File: src/fpga_mem_pkg.sv
`default_nettype none

package fpga_mem_pkg;

  // Memory select, taken from CPU address bits 16:15
  localparam logic [1:0] bram_sel_controller = 2'd0;
  localparam logic [1:0] bram_sel_mod        = 2'd1;
  localparam logic [1:0] bram_sel_pwe_table  = 2'd2;
  localparam logic [1:0] bram_sel_stm        = 2'd3;

  // Controller sub-select in word address bits 11:8
  localparam logic [3:0] cnt_sel_main  = 4'h0;
  localparam logic [3:0] cnt_sel_clock = 4'h1;

  // Main registers that also drive memory selects
  localparam logic [7:0] addr_mod_mem_wr_segment = 8'h20;
  localparam logic [7:0] addr_mod_req_rd_segment = 8'h21;
  localparam logic [7:0] addr_stm_mem_wr_segment = 8'h50;
  localparam logic [7:0] addr_stm_mem_wr_page    = 8'h51;

  // Controller word address, read as a register address or as a clock table slot
  typedef union packed {
    struct packed {
      logic [1:0] pad;
      logic [3:0] sub_sel;
      logic [7:0] reg_addr;
    } main;
    struct packed {
      logic [1:0] pad;
      logic [3:0] sub_sel;
      logic       pad_entry;
      logic [4:0] entry;   // One of 32 table entries
      logic [1:0] part;    // 16-bit slice 0..2 of the 39-bit entry
    } clock;
  } ctl_addr_u;

endpackage

`default_nettype wire

File: src/memory_bus_if.sv
`timescale 1ns/1ps
`default_nettype none

// Internal bus from the CPU bridge to the memories
interface memory_bus_if;

  logic        wr;     // Single-cycle write strobe
  logic [1:0]  sel;
  logic [13:0] addr;   // Word address
  logic [15:0] wdata;

  modport bridge (
    output wr,
    output sel,
    output addr,
    output wdata
  );

  modport mem (
    input wr,
    input sel,
    input addr,
    input wdata
  );

endinterface

`default_nettype wire

File: src/cpu_bus_bridge.sv
`timescale 1ns/1ps
`default_nettype none

module cpu_bus_bridge (
  input  wire         CPU_CKIO,
  input  wire         rst,
  input  wire         cpu_cn,
  input  wire         cpu_we0_n,
  input  wire  [16:0] cpu_addr,
  input  wire  [15:0] cpu_data_in,
  output logic [15:0] cpu_data_out,
  input  wire  [15:0] ctl_rdata,
  input  wire  [15:0] mod_rdata,
  input  wire  [15:0] stm_rdata,
  input  wire  [15:0] pwe_rdata,
  memory_bus_if.bridge bus
);

  logic        cn_q;
  logic        we_n_q;
  logic        we_n_d;     // Previous registered write enable
  logic [16:1] addr_q;     // Byte address bit 0 is never used
  logic [15:0] data_q;
  logic [1:0]  rd_sel;     // Select aligned with memory read data

  always_ff @(posedge CPU_CKIO) begin
    addr_q <= cpu_addr[16:1];
    data_q <= cpu_data_in;
  end

  always_ff @(posedge CPU_CKIO) begin
    if (rst) begin
      cn_q         <= 1'b1;
      we_n_q       <= 1'b1;
      we_n_d       <= 1'b1;
      bus.wr       <= 1'b0;
      rd_sel       <= 2'd0;
      cpu_data_out <= 16'h0000;
    end else begin
      cn_q   <= cpu_cn;
      we_n_q <= cpu_we0_n;
      we_n_d <= we_n_q;
      bus.wr <= ~cn_q & ~we_n_q & we_n_d;  // Falling edge of WE while enabled
      rd_sel <= bus.sel;
      case (rd_sel)
        fpga_mem_pkg::bram_sel_controller: cpu_data_out <= ctl_rdata;
        fpga_mem_pkg::bram_sel_mod:        cpu_data_out <= mod_rdata;
        fpga_mem_pkg::bram_sel_pwe_table:  cpu_data_out <= pwe_rdata;
        fpga_mem_pkg::bram_sel_stm:        cpu_data_out <= stm_rdata;
      endcase
    end
  end

  assign bus.sel   = addr_q[16:15];
  assign bus.addr  = addr_q[14:1];
  assign bus.wdata = data_q;

endmodule

`default_nettype wire

File: src/flat_wrapper.sv
// flat-port wrapper written by rule: the top's interface ports become plain ports
module cpu_bus_bridge_flat 
  (CPU_CKIO, rst, cpu_cn, cpu_we0_n, cpu_addr, cpu_data_in, cpu_data_out, ctl_rdata, mod_rdata, stm_rdata, pwe_rdata, bus_wr, bus_sel, bus_addr, bus_wdata);
  memory_bus_if bus_i ();
  input  wire CPU_CKIO;
  input  wire rst;
  input  wire cpu_cn;
  input  wire cpu_we0_n;
  input  wire  [16:0] cpu_addr;
  input  wire  [15:0] cpu_data_in;
  output logic [15:0] cpu_data_out;
  input  wire  [15:0] ctl_rdata;
  input  wire  [15:0] mod_rdata;
  input  wire  [15:0] stm_rdata;
  input  wire  [15:0] pwe_rdata;
  output wire logic [$bits(bus_i.wr)-1:0] bus_wr;
  output wire logic [$bits(bus_i.sel)-1:0] bus_sel;
  output wire logic [$bits(bus_i.addr)-1:0] bus_addr;
  output wire logic [$bits(bus_i.wdata)-1:0] bus_wdata;
  assign bus_wr = bus_i.wr;
  assign bus_sel = bus_i.sel;
  assign bus_addr = bus_i.addr;
  assign bus_wdata = bus_i.wdata;
  cpu_bus_bridge u_core (.CPU_CKIO(CPU_CKIO), .rst(rst), .cpu_cn(cpu_cn), .cpu_we0_n(cpu_we0_n), .cpu_addr(cpu_addr), .cpu_data_in(cpu_data_in), .cpu_data_out(cpu_data_out), .ctl_rdata(ctl_rdata), .mod_rdata(mod_rdata), .stm_rdata(stm_rdata), .pwe_rdata(pwe_rdata), .bus(bus_i));
endmodule
File: config.mk
export PLATFORM = sky130hd
export DESIGN_NAME = cpu_bus_bridge_flat
export DESIGN_NICKNAME = d
export VERILOG_FILES = /design/src/fpga_mem_pkg.sv /design/src/memory_bus_if.sv /design/src/cpu_bus_bridge.sv /design/src/flat_wrapper.sv
export SDC_FILE = /design/constraint.sdc
export NUM_CORES = 1
export LEC_CHECK = 0
export BUFFER_PORTS_ARGS = -buffer_cell sky130_fd_sc_hd__buf_4
export CORE_ASPECT_RATIO = 1.25
export CORE_UTILIZATION = 36
export CTS_CLUSTER_DIAMETER = 40
export DETAILED_ROUTE_END_ITERATION = 10
export PLACE_DENSITY = 0.79
export SLEW_MARGIN = 20
export SYNTH_ARGS = -nofsm -noshare
export SYNTH_HDL_FRONTEND = slang
export SYNTH_SLANG_ARGS = --single-unit
export TNS_END_PERCENT = 20
File: constraint.sdc
create_clock -name CPU_CKIO -period 1.6 [get_ports CPU_CKIO]
set_clock_uncertainty 0.1 [all_clocks]
set_input_delay 0.32 -clock CPU_CKIO [delete_from_list [all_inputs] [get_ports CPU_CKIO]]
set_output_delay 0.32 -clock CPU_CKIO [all_outputs]
set_load 0.01 [all_outputs]
==> flow_summary.ini <==
[status]
status = completed

[floorplan]
dieArea_um2 = 4780
coreArea_um2 = 4200
start_util_pct = 38.6
fp-row-count = 26
die_y_um = 77.0
io_pins = 150
die_x_um = 62.0

[routing]
wl_um = 4940
vias_per_cell = 4.55
drc = 0
ant_nets = 0
wire_per_inst_um = 14.7
first_pass_iters = 4
num_vias = 1523
drtIter0Drc = 48

[sta]
finalCriticalPeriod_ns = 1.27
fin_crit_sh_pct = 79.6
worstMarginPinSlew_ns = 0.603
fmax_mhz = 785
fin_hold_ws_ns = 0.0208
setup_viol = 0
drv_slew = 0
setup_tns_ns = 0
slew_headroom_pct = 59.8
final-hold-violation-count = 0
rsz0062_at_grt = no

[worst_setup_path]
cp_num_buf_inv = 1
worstSetupStartpointType = flip-flop
crit_required_ns = 1.66
critPathSlowestCell = dfxtp_2
crit_fanout = 12
crit_start = u_core.rd_sel[1]$_SDFF_PP0_
r2r_start = u_core.rd_sel[1]$_SDFF_PP0_
critPathKind = flip-flop to flip-flop
slowest_delay_ns = 0.50
arrival_ns = 1.33
cp_cell_sequence = buf_12, mux2i_1, o22ai_1
end_kind = flip-flop
cp_top_family = flip-flops

[logic_synthesis]
syn_area_per_cell_um2 = 13.7
syn_inst = 118
yosys.area.top_type = dfxtp_1
synth_top_family_by_area = multiplexers
synthXorXnorAreaFrac_pct = 0
synth-simple-area-share_pct = 3.47
synth_fa_ha_area_share_pct = 0
netlist_area_um2 = 1620
yosysWarningCount = 0
syn_nets = 219
ys.flop_type = dfxtp_1
synth-compound-area-share_pct = 6.17
synth_top_area_share_pct = 66.7
ys_top_cells_by_count = 54 x dfxtp_1, 32 x mux2i_1, 16 x o22ai_1
synthArstFlopShare_pct = 0
synth_area_leaders = dfxtp_1 67%, mux2i_1 20%, o22ai_1 6.2%
ys_seq_elements = 54
ys_types = 12
synth_most_common_cell = dfxtp_1
ys_seq_area_share_pct = 66.7
muxShareOfSynthArea_pct = 19.8
synth_edf_count = 0

[flow_run]
cap_viol_max_count = 0

[min_path]
holdCritStartpoint = cpu_data_in[10]
hp-class = input port to flip-flop

[clocking]
htree_levels = 2
clkTransAtPathRegs_ns = 0.10
max-clock-path-buffers = 2
cts_inserted_buffers = 5
clk_latency_ns = 0.29
cts_sinks = 54
root_buffer = clkbuf_8
cts_tree = built

[power]
ir_drop_uv = 834
p_per_area_nw_per_um2 = 914
p_leak_nw = 1.45

[finish]
final_core_util_pct = 71.2
antenna_cells = 0
fillers = 316
drive_above_1_share_pct = 59.1
fin_nets = 379
multi_input_area_um2 = 477
syn_to_final_growth_pct = 84.3
regArea_um2 = 1080

[grt]
grt_antenna_before_repair = 0
grt_pass1_wl_um = 6450
overflow = 0
grt_pass1_vias = 1458
grt_max_degree = 18
grtUsageTotal_pct = 18.5

[placed_design]
place_congestion = 0.736
port-buffer-count = 148
logic make-up (layout without fill, tap and decap cells):
group | after synthesis | after routing
AND/OR/NAND/NOR | 8 | 8
buffers and inverters | 8 | 169
AO/OA/AOI/OAI | 16 | 16
multiplexers | 32 | 32
flip-flops | 54 | 54
cells in the final DEF (no fill, tap or decap):
cell / count
clkinv_4: 2
dlygate4sd3_1: 10
nor3b_1: 1
dfxtp_2: 1
o22ai_1: 16
mux2i_1: 32
buf_12: 2
and2b_2: 2
nand2b_1: 1
buf_4: 149
or2_1: 1
or2_2: 3
dfxtp_1: 53
clkbuf_8: 6
stage by stage:
step / instance area [um2] / power [W] / std cells / setup WS, ns
after floorplan: 1620 / 0.00164 / 118 / 0.491
after global placement: 2790 / 0.00195 / 317 / 0.249
after detailed placement: 2790 / 0.00196 / 317 / 0.229
after CTS: 2890 / 0.00273 / 325 / 0.315
after global routing: 2990 / 0.00285 / 335 / 0.248
final: 2990 / 0.00273 / 335 / 0.327
registers in the layout, indices dropped and copies added, names as in the netlist:
register and count:
u_core.cn_q 1, u_core.bus.wdata 16, u_core.addr_q 16, u_core.cpu_data_out 16, u_core.we_n_d 1, u_core.we_n_q 1
u_core.bus.wr 1, u_core.rd_sel 2
area by class of cell:
type | instances | share of cell area [%]
clock buffer | 6 | 2.76
clock inverter | 2 | 0.586
timing repair buffer | 161 | 42.1
multi-input combinational | 56 | 16.0
tap | 56 | 2.35
sequential | 54 | 36.2
path summary, 6_finish.rpt:
kind              slack [ns]  cells after the start                                end
hold reg to reg         0.29                      1           u_core.bus.wr$_SDFF_PP0_
setup / recovery        0.33                      3  u_core.cpu_data_out[3]$_SDFF_PP0_
hold / removal          0.02                      1       u_core.bus.wdata[10]$_DFF_P_
setup reg to reg        0.33                      3  u_core.cpu_data_out[3]$_SDFF_PP0_
layer usage:
metal | vias up | global-route usage, % | wire length, um
met1 | 682 | 17.0 | 1590
met4 | 0 | 6.22 | 130
met2 | 93 | 35.3 | 2710
li1 | 736 | - | -
met5 | - | 0 | 0
met3 | 12 | 5.90 | 502
where the power goes:
part	leakage, nW	internal (W)	switching (W)	total [W]
clock	0.0514	0.000357	0.000428	0.000785
combinational	0.944	0.000324	0.000166	0.000490
sequential	0.453	0.00143	0.0000292	0.00146
total	1.45	0.00211	0.000623	0.00273
what timing repair did:
item | CTS | global route
hold endpoints to repair | 0 | 10
setup endpoints to repair | 0 | 0
buffers inserted | 0 | 0
hold buffers | 0 | 10
resized for setup | 0 | 0
Power figures use the tool's default switching activity.
